[src/source/rv_trace_pkg.sv]
// widths fixed for RV32 with 32 registers; custom post-increment and reg-reg loads class as invalid
package rv_trace_pkg;

  ////////////////////////////////////////////////////////////
  // widths
  ////////////////////////////////////////////////////////////

  typedef logic [31:0] word_t;
  typedef logic [4:0]  reg_addr_t;
  typedef logic [31:0] cycle_t;

  ////////////////////////////////////////////////////////////
  // encodings
  ////////////////////////////////////////////////////////////

  // addi x0, x0, 0
  localparam word_t NOP_INSTR = 32'h0000_0013;

  localparam logic [6:0] OPC_LUI    = 7'b0110111;
  localparam logic [6:0] OPC_AUIPC  = 7'b0010111;
  localparam logic [6:0] OPC_JAL    = 7'b1101111;
  localparam logic [6:0] OPC_JALR   = 7'b1100111;
  localparam logic [6:0] OPC_BRANCH = 7'b1100011;
  localparam logic [6:0] OPC_LOAD   = 7'b0000011;
  localparam logic [6:0] OPC_STORE  = 7'b0100011;
  localparam logic [6:0] OPC_OPIMM  = 7'b0010011;
  localparam logic [6:0] OPC_OP     = 7'b0110011;
  localparam logic [6:0] OPC_SYSTEM = 7'b1110011;

  // RV32M lives in OP under this funct7
  localparam logic [6:0] FUNCT7_MULDIV = 7'b0000001;

  typedef enum logic {
    TRACE_WAIT,
    TRACE_RUN
  } trace_state_e;

  typedef enum logic [3:0] {
    CLS_NOP,
    CLS_LUI,
    CLS_AUIPC,
    CLS_JAL,
    CLS_JALR,
    CLS_BRANCH,
    CLS_LOAD,
    CLS_STORE,
    CLS_OPIMM,
    CLS_OP,
    CLS_MULDIV,
    CLS_CSR_REG,
    CLS_CSR_IMM,
    CLS_SYSTEM,
    CLS_INVALID
  } instr_class_e;

  ////////////////////////////////////////////////////////////
  // stage records
  ////////////////////////////////////////////////////////////

  // retire port as sampled by capture
  typedef struct packed {
    word_t     pc;
    word_t     instr;
    word_t     rs1_value;
    word_t     rs2_value;
    reg_addr_t ex_reg_addr;
    word_t     ex_reg_wdata;
    word_t     mem_addr;
    word_t     mem_wdata;
    word_t     mem_rdata;
    cycle_t    cycle;
  } retire_rec_t;

  typedef struct packed {
    retire_rec_t  ret;
    instr_class_e iclass;
    word_t        imm;
    reg_addr_t    rd;
    reg_addr_t    rs1;
    reg_addr_t    rs2;
    logic         writes_rd;
    logic         reads_rs1;
    logic         reads_rs2;
    logic         mem_en;
    logic         mem_we;
  } decoded_rec_t;

  // final record with disabled fields read as zero
  typedef struct packed {
    cycle_t       cycle;
    word_t        pc;
    word_t        instr;
    instr_class_e iclass;
    word_t        imm;
    logic         rd_we;
    reg_addr_t    rd_addr;
    word_t        rd_wdata;
    logic         rs1_en;
    reg_addr_t    rs1_addr;
    word_t        rs1_value;
    logic         rs2_en;
    reg_addr_t    rs2_addr;
    word_t        rs2_value;
    logic         mem_en;
    logic         mem_we;
    word_t        mem_addr;
    word_t        mem_data;
  } trace_rec_t;

endpackage
[src/source/rv_trace_top.sv]
`timescale 1ns/1ps
// three-cycle fixed latency; every trace_valid_o strobe must be taken by the consumer
module rv_trace_top import rv_trace_pkg::*; (
  input  logic       clk_i,
  input  logic       rst_ni,
  input  logic       fetch_enable_i,
  input  logic       valid_i,
  input  word_t      pc_i,
  input  word_t      instr_i,
  input  word_t      rs1_value_i,
  input  word_t      rs2_value_i,
  input  reg_addr_t  ex_reg_addr_i,
  input  word_t      ex_reg_wdata_i,
  input  word_t      ex_data_addr_i,
  input  word_t      ex_data_wdata_i,
  input  word_t      ex_data_rdata_i,
  output logic       trace_valid_o,
  output trace_rec_t trace_rec_o
);

  logic         cap_valid;
  retire_rec_t  cap_rec;
  logic         dec_valid;
  decoded_rec_t dec_rec;

  ////////////////////////////////////////////////////////////
  // capture, classify, pack
  ////////////////////////////////////////////////////////////

  trace_capture u_capture (
    .clk_i, .rst_ni, .fetch_enable_i, .valid_i, .pc_i, .instr_i,
    .rs1_value_i, .rs2_value_i, .ex_reg_addr_i, .ex_reg_wdata_i,
    .ex_data_addr_i, .ex_data_wdata_i, .ex_data_rdata_i,
    .cap_valid_o (cap_valid),
    .cap_rec_o   (cap_rec)
  );

  instr_classify u_classify (
    .clk_i, .rst_ni,
    .cap_valid_i (cap_valid),
    .cap_rec_i   (cap_rec),
    .dec_valid_o (dec_valid),
    .dec_rec_o   (dec_rec)
  );

  trace_record_pack u_pack (
    .clk_i, .rst_ni,
    .dec_valid_i (dec_valid),
    .dec_rec_i   (dec_rec),
    .trace_valid_o,
    .trace_rec_o
  );

endmodule

[src/source/trace_record_pack.sv]
`timescale 1ns/1ps
// a register write is reported only if the execute writeback address matches rd
module trace_record_pack import rv_trace_pkg::*; (
  input  logic         clk_i,
  input  logic         rst_ni,
  input  logic         dec_valid_i,
  input  decoded_rec_t dec_rec_i,
  output logic         trace_valid_o,
  output trace_rec_t   trace_rec_o
);

  trace_rec_t rec_d;
  logic       rd_we;
  logic       rs1_en;
  logic       rs2_en;

  ////////////////////////////////////////////////////////////
  // enables
  ////////////////////////////////////////////////////////////

  assign rd_we  = dec_rec_i.writes_rd && (dec_rec_i.rd != '0) &&
                  (dec_rec_i.ret.ex_reg_addr == dec_rec_i.rd);
  // x0 sources carry nothing useful
  assign rs1_en = dec_rec_i.reads_rs1 && (dec_rec_i.rs1 != '0);
  assign rs2_en = dec_rec_i.reads_rs2 && (dec_rec_i.rs2 != '0);

  ////////////////////////////////////////////////////////////
  // record
  ////////////////////////////////////////////////////////////

  always_comb begin
    rec_d.cycle  = dec_rec_i.ret.cycle;
    rec_d.pc     = dec_rec_i.ret.pc;
    rec_d.instr  = dec_rec_i.ret.instr;
    rec_d.iclass = dec_rec_i.iclass;
    rec_d.imm    = dec_rec_i.imm;

    // disabled fields go to zero so records compare cleanly
    rec_d.rd_we     = rd_we;
    rec_d.rd_addr   = rd_we ? dec_rec_i.rd : '0;
    rec_d.rd_wdata  = rd_we ? dec_rec_i.ret.ex_reg_wdata : '0;
    rec_d.rs1_en    = rs1_en;
    rec_d.rs1_addr  = rs1_en ? dec_rec_i.rs1 : '0;
    rec_d.rs1_value = rs1_en ? dec_rec_i.ret.rs1_value : '0;
    rec_d.rs2_en    = rs2_en;
    rec_d.rs2_addr  = rs2_en ? dec_rec_i.rs2 : '0;
    rec_d.rs2_value = rs2_en ? dec_rec_i.ret.rs2_value : '0;

    rec_d.mem_en   = dec_rec_i.mem_en;
    rec_d.mem_we   = dec_rec_i.mem_en && dec_rec_i.mem_we;
    rec_d.mem_addr = dec_rec_i.mem_en ? dec_rec_i.ret.mem_addr : '0;
    if (!dec_rec_i.mem_en) begin
      rec_d.mem_data = '0;
    end else if (dec_rec_i.mem_we) begin
      // store data
      rec_d.mem_data = dec_rec_i.ret.mem_wdata;
    end else begin
      rec_d.mem_data = dec_rec_i.ret.mem_rdata;
    end
  end

  always_ff @(posedge clk_i or negedge rst_ni) begin
    if (!rst_ni) begin
      trace_valid_o <= 1'b0;
    end else begin
      trace_valid_o <= dec_valid_i;
    end
  end

  always_ff @(posedge clk_i) begin
    if (dec_valid_i) begin
      trace_rec_o <= rec_d;
    end
  end

endmodule

[src/source/instr_classify.sv]
`timescale 1ns/1ps
// RV32IM plus CSR and ecall/ebreak/mret/dret/wfi only; anything else is classed invalid
module instr_classify import rv_trace_pkg::*; (
  input  logic         clk_i,
  input  logic         rst_ni,
  input  logic         cap_valid_i,
  input  retire_rec_t  cap_rec_i,
  output logic         dec_valid_o,
  output decoded_rec_t dec_rec_o
);

  word_t        instr;
  logic [6:0]   opcode;
  logic [2:0]   funct3;
  logic [6:0]   funct7;
  instr_class_e iclass;
  word_t        imm;
  logic         writes_rd;
  logic         reads_rs1;
  logic         reads_rs2;

  assign instr  = cap_rec_i.instr;
  assign opcode = instr[6:0];
  assign funct3 = instr[14:12];
  assign funct7 = instr[31:25];

  ////////////////////////////////////////////////////////////
  // class
  ////////////////////////////////////////////////////////////

  always_comb begin
    iclass = CLS_INVALID;
    // nop first so it does not fall into addi
    if (instr == NOP_INSTR) begin
      iclass = CLS_NOP;
    end else begin
      unique case (opcode)
        OPC_LUI:    iclass = CLS_LUI;
        OPC_AUIPC:  iclass = CLS_AUIPC;
        OPC_JAL:    iclass = CLS_JAL;
        OPC_JALR:   if (funct3 == 3'b000) iclass = CLS_JALR;
        // 010 and 011 are unused branch codes
        OPC_BRANCH: if (funct3[2:1] != 2'b01) iclass = CLS_BRANCH;
        OPC_LOAD: begin
          if (funct3 != 3'b011 && funct3 != 3'b110 && funct3 != 3'b111) iclass = CLS_LOAD;
        end
        OPC_STORE:  if (!funct3[2] && funct3[1:0] != 2'b11) iclass = CLS_STORE;
        OPC_OPIMM: begin
          if (funct3 == 3'b001) begin
            if (funct7 == 7'b0000000) iclass = CLS_OPIMM;
          end else if (funct3 == 3'b101) begin
            // srli or srai
            if (funct7 == 7'b0000000 || funct7 == 7'b0100000) iclass = CLS_OPIMM;
          end else begin
            iclass = CLS_OPIMM;
          end
        end
        OPC_OP: begin
          if (funct7 == 7'b0000000) begin
            iclass = CLS_OP;
          end else if (funct7 == 7'b0100000) begin
            // sub and sra only
            if (funct3 == 3'b000 || funct3 == 3'b101) iclass = CLS_OP;
          end else if (funct7 == FUNCT7_MULDIV) begin
            iclass = CLS_MULDIV;
          end
        end
        OPC_SYSTEM: begin
          if (funct3 == 3'b000) begin
            // ecall, ebreak, mret, dret, wfi
            if (instr == 32'h0000_0073 || instr == 32'h0010_0073 ||
                instr == 32'h3020_0073 || instr == 32'h7b20_0073 ||
                instr == 32'h1050_0073) begin
              iclass = CLS_SYSTEM;
            end
          end else if (funct3 != 3'b100) begin
            iclass = funct3[2] ? CLS_CSR_IMM : CLS_CSR_REG;
          end
        end
        default:    iclass = CLS_INVALID;
      endcase
    end
  end

  ////////////////////////////////////////////////////////////
  // immediate and register use
  ////////////////////////////////////////////////////////////

  always_comb begin
    unique case (iclass)
      CLS_OPIMM, CLS_LOAD, CLS_JALR: imm = {{20{instr[31]}}, instr[31:20]};
      CLS_STORE:   imm = {{20{instr[31]}}, instr[31:25], instr[11:7]};
      CLS_BRANCH:  imm = {{19{instr[31]}}, instr[31], instr[7], instr[30:25], instr[11:8], 1'b0};
      CLS_JAL:     imm = {{11{instr[31]}}, instr[31], instr[19:12], instr[20], instr[30:21], 1'b0};
      CLS_LUI, CLS_AUIPC: imm = {instr[31:12], 12'h000};
      // csr number
      CLS_CSR_REG, CLS_CSR_IMM: imm = {20'h00000, instr[31:20]};
      default:     imm = '0;
    endcase
  end

  assign reads_rs2 = (iclass inside {CLS_OP, CLS_MULDIV, CLS_BRANCH, CLS_STORE});
  assign reads_rs1 = !(iclass inside {CLS_LUI, CLS_AUIPC, CLS_JAL, CLS_CSR_IMM,
                                      CLS_SYSTEM, CLS_NOP, CLS_INVALID});
  assign writes_rd = !(iclass inside {CLS_BRANCH, CLS_STORE, CLS_SYSTEM, CLS_NOP, CLS_INVALID});

  always_ff @(posedge clk_i or negedge rst_ni) begin
    if (!rst_ni) begin
      dec_valid_o <= 1'b0;
    end else begin
      dec_valid_o <= cap_valid_i;
    end
  end

  always_ff @(posedge clk_i) begin
    if (cap_valid_i) begin
      dec_rec_o.ret       <= cap_rec_i;
      dec_rec_o.iclass    <= iclass;
      dec_rec_o.imm       <= imm;
      dec_rec_o.rd        <= instr[11:7];
      dec_rec_o.rs1       <= instr[19:15];
      dec_rec_o.rs2       <= instr[24:20];
      dec_rec_o.writes_rd <= writes_rd;
      dec_rec_o.reads_rs1 <= reads_rs1;
      dec_rec_o.reads_rs2 <= reads_rs2;
      dec_rec_o.mem_en    <= (iclass == CLS_LOAD) || (iclass == CLS_STORE);
      dec_rec_o.mem_we    <= (iclass == CLS_STORE);
    end
  end

endmodule

[src/source/trace_capture.sv]
`timescale 1ns/1ps
// retires are dropped until fetch enable was seen high once after reset; no back-pressure
module trace_capture import rv_trace_pkg::*; (
  input  logic        clk_i,
  input  logic        rst_ni,
  input  logic        fetch_enable_i,
  input  logic        valid_i,
  input  word_t       pc_i,
  input  word_t       instr_i,
  input  word_t       rs1_value_i,
  input  word_t       rs2_value_i,
  input  reg_addr_t   ex_reg_addr_i,
  input  word_t       ex_reg_wdata_i,
  input  word_t       ex_data_addr_i,
  input  word_t       ex_data_wdata_i,
  input  word_t       ex_data_rdata_i,
  output logic        cap_valid_o,
  output retire_rec_t cap_rec_o
);

  trace_state_e state_q;
  trace_state_e state_d;
  cycle_t       cycle_q;
  logic         sample;

  ////////////////////////////////////////////////////////////
  // enable FSM
  ////////////////////////////////////////////////////////////

  always_comb begin
    state_d = state_q;
    unique case (state_q)
      TRACE_WAIT: if (fetch_enable_i) state_d = TRACE_RUN;
      // sticky until reset
      TRACE_RUN:  state_d = TRACE_RUN;
      default:    state_d = TRACE_WAIT;
    endcase
  end

  // uses the current state, so the enabling edge itself is still ignored
  assign sample = valid_i && (state_q == TRACE_RUN);

  always_ff @(posedge clk_i or negedge rst_ni) begin
    if (!rst_ni) begin
      state_q     <= TRACE_WAIT;
      cycle_q     <= '0;
      cap_valid_o <= 1'b0;
    end else begin
      state_q     <= state_d;
      cycle_q     <= cycle_q + cycle_t'(1);
      cap_valid_o <= sample;
    end
  end

  // payload only moves on a traced retire
  always_ff @(posedge clk_i) begin
    if (sample) begin
      cap_rec_o.pc           <= pc_i;
      cap_rec_o.instr        <= instr_i;
      cap_rec_o.rs1_value    <= rs1_value_i;
      cap_rec_o.rs2_value    <= rs2_value_i;
      cap_rec_o.ex_reg_addr  <= ex_reg_addr_i;
      cap_rec_o.ex_reg_wdata <= ex_reg_wdata_i;
      cap_rec_o.mem_addr     <= ex_data_addr_i;
      cap_rec_o.mem_wdata    <= ex_data_wdata_i;
      cap_rec_o.mem_rdata    <= ex_data_rdata_i;
      cap_rec_o.cycle        <= cycle_q;
    end
  end

endmodule

[config.mk]
export PLATFORM = sky130hd
export DESIGN_NAME = rv_trace_top
export DESIGN_NICKNAME = d
export VERILOG_FILES = /design/src/source/rv_trace_pkg.sv /design/src/source/rv_trace_top.sv /design/src/source/trace_record_pack.sv /design/src/source/instr_classify.sv /design/src/source/trace_capture.sv
export SDC_FILE = /design/constraint.sdc
export NUM_CORES = 1
export LEC_CHECK = 0
export ABC_CLOCK_PERIOD_IN_PS = 9200
export BUFFER_PORTS_ARGS = -buffer_cell sky130_fd_sc_hd__buf_2
export CORE_ASPECT_RATIO = 1.4
export CORE_MARGIN = 2
export CORE_UTILIZATION = 55
export CTS_CLUSTER_DIAMETER = 120
export DETAILED_ROUTE_END_ITERATION = 10
export PLACE_DENSITY = 0.79
export SETUP_SLACK_MARGIN = 0.2
export SLEW_MARGIN = 15
export SYNTH_ARGS = -nofsm -noshare
export SYNTH_HDL_FRONTEND = slang
export SYNTH_SLANG_ARGS = --single-unit
export TNS_END_PERCENT = 30
[constraint.sdc]
create_clock -name clk_i -period 9.2 [get_ports clk_i]
set_input_delay 0.46 -clock clk_i [delete_from_list [all_inputs] [get_ports clk_i]]
set_output_delay 0.46 -clock clk_i [all_outputs]
set_load 0.01 [all_outputs]
==> results of run 1 <==
## cells by family after synthesis
logic type / synth area share (%)
flops: 90.1
simple gates: 5.73
fa+ha+maj: 0.0387
xor+xnor: 0.976
compound gates: 1.68
mux: 0.991
buf+inv: 0.534
## timing repair
| item | 4_1_cts | 5_1_grt |
|---|---|---|
| gates resized for setup | 0 | 0 |
| hold buffers | 231 | 0 |
| hold endpoints to repair | 266 | 0 |
## metrics by stage
step / power [mW] / cells / util [%] / cell area, um^2
finish: 9.38 / 3177 / 71.0 / 41400
global route: 9.65 / 3174 / 71.0 / 41400
CTS: 9.40 / 3165 / 70.9 / 41400
detailed placement: 5.67 / 2777 / 62.0 / 36100
global placement: 5.64 / 2777 / 62.0 / 36100
floorplan: 5.49 / 1466 / - / 32300
## state kept, by name, summed over array words and instances, names as in the netlist
name                    flops
u_pack.trace_valid_o        1
u_capture.cap_valid_o       1
u_capture.state_q           1
u_classify.dec_valid_o      1
u_classify.dec_rec_o      334
u_capture.cap_rec_o       293
u_capture.cycle_q          32
u_pack.trace_rec_o        312
## where the power goes
part           internal (mW)  total [mW]  leakage (nW)  switching [mW]
combinational          0.191       0.443          4.74           0.251
sequential              5.13        5.23          9.80          0.0933
clock                   2.09        3.71          1.41            1.62
total                   7.42        9.38          16.0            1.96
## worst min path at each step
stage	start	end	slack, ps	cells past startpoint
6_report	instr_i[23]	u_capture.cap_rec_o[252]	40	1
5_1_grt	ex_data_wdata_i[13]	u_capture.cap_rec_o[77]	3	1
4_1_cts	instr_i[22]	u_capture.cap_rec_o[251]	0.1	1
3_5_place_dp	u_capture.cap_rec_o[64]	u_classify.dec_rec_o[120]	400	0
3_3_place_gp	u_capture.cap_rec_o[62]	u_classify.dec_rec_o[118]	400	0
2_1_floorplan	rst_ni	u_capture.cap_valid_o	160	0
## metal layers
| layer | part of all wire [%] | global-route usage [%] |
|---|---|---|
| met5 | 0.076 | 0 |
| met3 | 7.3 | 5.86 |
| met2 | 53 | 42.8 |
| met4 | 4.2 | 10.6 |
| met1 | 35 | 27.3 |
## area by class of cell
cell class                      count  area, um^2
Sequential cell                   975       29100
Fill cell                        3403       16900
Timing Repair Buffer              823        5330
Multi-Input combinational cell    449        3040
Clock buffer                       97        2200
Tap cell                          749         937
Clock inverter                     60         709
Inverter                           12        45.0
Antenna cell                       12        30.0
## cells in the final DEF, fill, tap and decap left out, types with 8 or more instances in the layout
master / synthesis / layout
buf_4: 1 / 14
nand4_1: 9 / 9
nand3_1: 15 / 15
clkbuf_16: 0 / 86
clkinv_1: 1 / 13
and3_1: 8 / 8
clkinv_2: 0 / 17
dfrtp_1: 36 / 34
and2_1: 154 / 153
clkbuf_1: 25 / 10
dlygate4sd3_1: 0 / 231
inv_1: 9 / 9
mux2i_1: 32 / 32
buf_2: 2 / 577
edfxtp_1: 939 / 939
nand2_1: 22 / 22
nor2_1: 27 / 27
xor2_1: 9 / 9
a21o_1: 21 / 21
clkinvlp_4: 0 / 8
diode_2: 0 / 12
xnor2_1: 27 / 27
bufinv_16: 0 / 12
nor2b_1: 35 / 35
o21ai_0: 10 / 10
## critical path, delay by kind of cell, from the launching register on
family | cells | cell delay, ps
AOI/OAI and AO/OA | 3 | 1550
and+or+nand+nor | 5 | 1250
DFF | 1 | 540
==> flow_metrics.tcl, run 1 <==
set metrics [dict create \
    rows 105 \
    ant_nets 0 \
    worst_pin_slew_ps 1180 \
    fin_crit_sh_pct 37.9 \
    worstSetupStartpointType "flop" \
    dieHeight_um 291 \
    ios 578 \
    initial_core_util_pct 55.4 \
    synthDominantCellAreaShare_pct 87.3 \
    gp_congestion 0.885 \
    power-per-cell-area_nw_per_um2 227 \
    setup_violations 0 \
    synthesis.area_um2 32300 \
    fin_hold_ws_ps 36.9 \
    r2r_end "u_classify.dec_rec_o[45]" \
    nets 2611 \
    setup_tns_ps 0 \
    critPathArrivalTime_ps 3980 \
    grt_max_degree 156 \
    clockBufferDepth 3 \
    synth.area.top_cells "edfxtp_1 (87%), and2_1 (3.0%), dfrtp_1 (2.8%)" \
    cts.sinks 975 \
    ys_dominant_reg_cell "edfxtp_1" \
    required_ps 9690 \
    synth_edf_count 939 \
    yosysTopAreaCell "edfxtp_1" \
    cts_buffers 84 \
    status "complete, no violations" \
    routed_wl_mm 72.7 \
    drv_cap 0 \
    hold_viol_final 0 \
    maxSlewHeadroom_pct 21.3 \
    drive_above_1_share_pct 30.9 \
    post-place-ws_ps 5720 \
    cts_tree "built" \
    via_per_inst 5.23 \
    slew_viol_final 0 \
    rr_worst_depth 8 \
    synth_cells 1466 \
    dp_hpwl_mm 43.8 \
    startpoint "u_capture.cap_rec_o[243]" \
    crit_path_max_fanout 12 \
    post_synth.cell_area_avg_um2 22.0 \
    rsz0062_at_grt "false" \
    rrSetupSlack_ps 5710 \
    area_delta_synth_final_pct 28.1 \
    ys_top_cells_by_count "edfxtp_1 (939), and2_1 (154), dfrtp_1 (36)" \
    critical_path_class "flop to flop" \
    min_period_ps 3490 \
    seq_area_frac_synth_pct 90.1 \
    grt_pass1_vias 17500 \
    endpoint "u_classify.dec_rec_o[45]" \
    slowest_stage "a311oi_2" \
    firstDrtPassIters 5 \
    coreArea_um2 58300 \
    grt-ovfl-total 0 \
    grt_pass1_wl_mm 107 \
    htreeDepth 3 \
    place.port_buffers 577 \
    wl_per_cell_um 22.9 \
    hold_path.class "input pin to flop" \
    leakagePower_nw 16.0 \
    dieArea_um2 60700 \
    setup_ws_ps 5710 \
    synth_most_common_cell "edfxtp_1" \
    dr.first_iter.drc_count 1085 \
    antenna_found_initial 13 \
    grt_util_all_layers_pct 24.0 \
    syn-num-nets 1732 \
    ys_types 61 \
    cts.reportedPaths.clkPinSlew_ps 70 \
    critPathMaxStageDelay_ps 830 \
    clkLatencyLatePin_ps 640 \
    synthArstFlopShare_pct 3.69 \
    drc 0 \
    synth-seq-cells 975 \
    ir_drop_mv 0.208 \
    r2r_start "u_capture.cap_rec_o[243]" \
    yosysWarningCount 0 \
    vias 16600 \
    crit_chain "nor4_1 > nand4_1 > a2111oi_0 > nor2_1 > nor3_4 > nand3_2 > a311oi_2 > a21o_1" \
    end_kind "flop" \
    die_x_um 209 \
    fin_skew_ps 29.0 \
    max_freq_ghz 0.286 \
    post-cts-setup-buffer-count 0 \
    cts_root_buffer "clkbuf_16" \
]
No activity file was read; power rests on OpenSTA's default activity.
==> run 2: changes to the inputs <==
--- a/config.mk
+++ b/config.mk
@@ -5,7 +5,7 @@
 export SDC_FILE = /design/constraint.sdc
 export NUM_CORES = 1
 export LEC_CHECK = 0
-export ABC_CLOCK_PERIOD_IN_PS = 9200
+export ABC_CLOCK_PERIOD_IN_PS = 3300
 export BUFFER_PORTS_ARGS = -buffer_cell sky130_fd_sc_hd__buf_2
 export CORE_ASPECT_RATIO = 1.4
 export CORE_MARGIN = 2
==> constraint.sdc (replaced) <==
create_clock -name clk_i -period 3.3 [get_ports clk_i]
set_input_delay 0.165 -clock clk_i [delete_from_list [all_inputs] [get_ports clk_i]]
set_output_delay 0.165 -clock clk_i [all_outputs]
set_load 0.01 [all_outputs]
==> run 2 against run 1 <==
Net effect: hold slack better by 140 ps; clock power rose to 2.8 times the previous value; via count up 2.5%; critical path type unchanged; critical endpoint is now u_classify.dec_rec_o[31]; highest routed layer unchanged.
==> flow_metrics.tcl, run 2 (synthesized netlist as in run 1, its figures left out) <==
set metrics [dict create \
    reg_top3 "u_classify.dec_rec_o x334, u_pack.trace_rec_o x312, u_capture.cap_rec_o x293" \
    layout_common_cells "edfxtp_1 (939), buf_2 (577), dlygate4sd3_1 (263)" \
    setup_tns_ps 0 \
    ant_nets 0 \
    dieArea_um2 60700 \
    rr_worst_depth 10 \
    grt_util_all_layers_pct 24.8 \
    fin_skew_ps 36.4 \
    largest_reg_flops 334 \
    ir_drop_mv 0.750 \
    dp_hpwl_mm 45.4 \
    end_kind "flop" \
    largest_register "u_classify.dec_rec_o" \
    rrSetupSlack_ps 310 \
    routed-wl-met2_mm 39.9 \
    nets 2675 \
    worstSetupStartpointType "flop" \
    cts.reportedPaths.clkPinSlew_ps 70 \
    via_per_inst 5.27 \
    critPathArrivalTime_ps 3400 \
    ios 578 \
    hold_viol_final 0 \
    final_common_cell "edfxtp_1" \
    gp_congestion 0.906 \
    clkLatencyLatePin_ps 630 \
    endpoint "u_classify.dec_rec_o[31]" \
    leakagePower_nw 16.3 \
    die_x_um 209 \
    drive_above_1_share_pct 31.7 \
    hold_path.class "input pin to async pin" \
    grt_pass1_vias 18000 \
    required_ps 3710 \
    wl_per_cell_um 23.2 \
    place.port_buffers 577 \
    r2r_end "u_classify.dec_rec_o[31]" \
    min_period_ps 2990 \
    clockBufferDepth 3 \
    coreArea_um2 58300 \
    grt-ovfl-total 0 \
    initial_core_util_pct 55.4 \
    drc 0 \
    dr.first_iter.drc_count 1191 \
    power-per-cell-area_nw_per_um2 621 \
    drt-met1-wl_mm 26.0 \
    max_freq_ghz 0.335 \
    antenna_found_initial 10 \
    vias 17000 \
    power.total_mw 26.2 \
    setup_violations 0 \
    startpoint "u_capture.cap_rec_o[235]" \
    cts.sinks 975 \
    stdcell_area_um2 42200 \
    grt_max_degree 86 \
    worst_pin_slew_ps 1180 \
    drv_cap 0 \
    r2r_start "u_capture.cap_rec_o[235]" \
    wl_met3_mm 5.78 \
    htreeDepth 3 \
    cts_buffers 84 \
    critical_path_class "flop to flop" \
    dieHeight_um 291 \
    area_delta_synth_final_pct 30.5 \
    fin_crit_sh_pct 90.5 \
    placed_area_um2 36400 \
    routed_wl_mm 75.2 \
    rows 105 \
    cts_root_buffer "clkbuf_16" \
    status "complete, no violations" \
    slew_viol_final 0 \
    highest_layer "met5" \
    rsz0062_at_grt "true" \
    maxSlewHeadroom_pct 21.5 \
    grt_pass1_wl_mm 110 \
    firstDrtPassIters 5 \
    cts_tree "built" \
    crit_path_max_fanout 9 \
]
==> run 2: cell count changes in the layout (fill, tap and decap cells not counted), sizes merged <==
cell	delta
clkinv	-4
clkinvlp	-2
bufinv	-1
dlygate4sd3	+32
buf	+32
inv	-2
clkbuf	+6
diode	-5
==> run 2: worst min-delay path by stage <==
stage / slack (ps) / start / cells past startpoint / end
floorplan: -130 / rst_ni / 0 / u_capture.cap_valid_o
global placement: 290 / rst_ni / 1 / u_capture.cycle_q[13]
detailed placement: 310 / rst_ni / 1 / u_capture.cycle_q[12]
CTS: 160 / rst_ni / 2 / u_capture.cycle_q[11]
global route: 220 / pc_i[19] / 2 / u_capture.cap_rec_o[280]
finish: 180 / rst_ni / 2 / u_classify.dec_valid_o
==> run 2: metrics by stage <==
step	setup WS, ps	instances	utilization [%]	hold slack (ps)
after floorplan	-1220	1466	-	-131
after global placement	91.0	2800	62.5	286
after detailed placement	96.7	2800	62.5	307
after CTS	209	3217	72.0	159
after global routing	177	3232	72.3	219
final	313	3233	72.3	176
==> run 2: cell type report <==
cell class / count / area, um^2
diodes: 7 / 17.5
inverters: 12 / 45.0
clock buffers: 103 / 2260
fillers: 3256 / 16200
flip-flops and latches: 975 / 29100
clock inverters: 51 / 646
well taps: 749 / 937
repair buffers: 887 / 6030
multi-input cells: 449 / 3110
==> run 2: critical path, stage by stage, from the launching register on <==
cell	delay, ps
edfxtp_1	520
nor2b_1	170
or4_4	530
a31oi_4	230
o41ai_4	120
buf_4	170
nor2_4	210
inv_2	80
or3_4	360
a211o_1	280
o311ai_1	100
==> run 2: timing repair <==
item,CTS,global route
setup buffers,0,9
pin swaps,0,6
gates resized for setup,2,11
setup endpoints to repair,12,32
cloned,0,0
endpoints found under the hold margin,298,0
hold buffers,263,0
==> run 2: where the power goes <==
part | switching (mW) | total (mW) | internal, mW
registers | 0.248 | 14.5 | 14.3
clock network | 4.47 | 10.3 | 5.83
logic | 0.747 | 1.35 | 0.600
==> run 2: per-layer routing <==
layer / up-vias / global-route usage, %
met1: 8466 / 28.2
li1: 7519 / -
met3: 193 / 5.93
met2: 848 / 44.2
met4: 8 / 11.3
met5: - / 0
==> run 3: changes to the inputs <==
--- a/config.mk
+++ b/config.mk
@@ -13,7 +13,7 @@
 export CTS_CLUSTER_DIAMETER = 120
 export DETAILED_ROUTE_END_ITERATION = 10
 export PLACE_DENSITY = 0.79
-export SETUP_SLACK_MARGIN = 0.2
+export SETUP_SLACK_MARGIN = 0.4
 export SLEW_MARGIN = 15
 export SYNTH_ARGS = -nofsm -noshare
 export SYNTH_HDL_FRONTEND = slang
==> run 3 against run 2 <==
Net effect: sequential share of layout area down 0.14 points; register-to-register slack better by 30 ps; critical path depth is the same; global-route usage about the same; cell count up 0.31%; total power is essentially flat; via count grew 0.36%; critical endpoint is now u_classify.dec_rec_o[43].
==> flow_metrics.tcl, run 3 (synthesized netlist as in run 1, its figures left out) <==
set metrics [dict create \
    largest_register "u_classify.dec_rec_o" \
    drive_above_1_share_pct 32.1 \
    nets 2684 \
    hold_viol_final 0 \
    grt-ovfl-total 0 \
    hold_path.class "input pin to async pin" \
    antenna_found_initial 10 \
    die_x_um 209 \
    worstSetupStartpointType "flop" \
    via_per_inst 5.27 \
    reg_top3 "u_classify.dec_rec_o x334, u_pack.trace_rec_o x312, u_capture.cap_rec_o x293" \
    dr.first_iter.drc_count 1224 \
    dieHeight_um 291 \
    cts_root_buffer "clkbuf_16" \
    grt_util_all_layers_pct 24.8 \
    max_freq_ghz 0.338 \
    clockBufferDepth 3 \
    setup_violations 0 \
    slew_viol_final 0 \
    leakagePower_nw 16.3 \
    rsz0062_at_grt "true" \
    setup_ws_ps 345 \
    required_ps 3660 \
    dieArea_um2 60700 \
    vias 17100 \
    wl_per_cell_um 23.2 \
    grt_use_met3_pct 5.93 \
    routed_wl_mm 75.3 \
    dp_hpwl_mm 45.4 \
    ir_drop_mv 0.749 \
    ios 578 \
    largest_reg_flops 334 \
    maxSlewHeadroom_pct 20.9 \
    cts_tree "built" \
    status "complete, no violations" \
    grt_pass1_vias 18000 \
    place.port_buffers 577 \
    layout_common_cells "edfxtp_1 (939), buf_2 (577), dlygate4sd3_1 (263)" \
    coreArea_um2 58300 \
    clkLatencyLatePin_ps 630 \
    rows 105 \
    critPathArrivalTime_ps 3310 \
    final_common_cell "edfxtp_1" \
    fin_crit_sh_pct 89.5 \
    crit_path_max_fanout 12 \
    met2_usage_pct 44.3 \
    post-place-ws_ps 96.7 \
    grt_pass1_wl_mm 111 \
    power-per-cell-area_nw_per_um2 620 \
    grt-busiest-layer "met2" \
    htreeDepth 3 \
    firstDrtPassIters 7 \
    drv_cap 0 \
    critical_path_class "flop to flop" \
    ant_nets 0 \
    power.total_mw 26.2 \
    fin_skew_ps 35.4 \
    drc 0 \
    cts.reportedPaths.clkPinSlew_ps 70 \
    gp_congestion 0.906 \
    min_period_ps 2950 \
    area_delta_synth_final_pct 30.7 \
    cts_buffers 84 \
    cts.sinks 975 \
    worst_pin_slew_ps 1190 \
    met1_usage_pct 28.2 \
    grt_max_degree 86 \
    initial_core_util_pct 55.4 \
    end_kind "flop" \
]
==> run 3: worst paths after layout <==
| check | cells after the start | to | slack [ps] | startpoint |
|---|---|---|---|---|
| setup reg to reg | 10 | u_classify.dec_rec_o[43] | 350 | u_capture.cap_rec_o[232] |
| max in group asynchronous | 2 | u_capture.cap_valid_o | 2500 | rst_ni |
| setup / recovery | 10 | u_classify.dec_rec_o[43] | 350 | u_capture.cap_rec_o[232] |
| min in group clk_i | 2 | u_capture.cap_rec_o[280] | 240 | pc_i[19] |
| hold / removal | 2 | u_capture.cycle_q[10] | 180 | rst_ni |
| hold reg to reg | 0 | u_classify.dec_rec_o[136] | 410 | u_capture.cap_rec_o[80] |
==> run 3: repair_timing <==
item	in CTS	in global routing
hold buffers	263	0
resized for setup	8	9
endpoints found under the setup margin	32	33
buffers inserted	5	13
pin swaps	5	3
endpoints found under the hold margin	298	0
==> run 3: through the flow <==
step	TNS (ps)	util [%]	std cells	cell area, um^2	hold slack [ps]
5_1_grt	0	72.4	3241	42200	219
6_report	0	72.4	3243	42200	179
3_5_place_dp	0	62.5	2800	36400	307
4_1_cts	0	72.1	3222	42100	159
3_3_place_gp	0	62.5	2800	36400	286
2_1_floorplan	-704930	-	1466	32300	-131
==> run 3: critical path, stage by stage, from the launching register on <==
cell and delay (ps):
edfxtp_1 420, nand3b_1 280, or4_4 570, o41ai_4 450, buf_4 210, nor2_4 50
buf_4 170, nand3_2 90, a311oi_4 110, buf_12 170, a21o_1 160
==> run 3: final cells by class <==
type,count,area [um^2]
sequential,975,29100
fill,3248,16100
multi-input combinational,449,3130
inverter,12,48.8
tap,749,937
timing repair buffer,896,6090
clock buffer,103,2260
antenna,8,20.0
clock inverter,51,646
==> run 3: power by group <==
part / leakage [nW] / switching, mW / internal, mW
combinational: 5.14 / 0.749 / 0.605
sequential: 9.80 / 0.248 / 14.3
clock: 1.41 / 4.46 / 5.83
==> run 3: metal layers <==
layer,vias up,routed length [um]
met5,-,52
met4,8,3400
met3,202,5890
met2,867,40100
li1,7546,-
met1,8472,25800
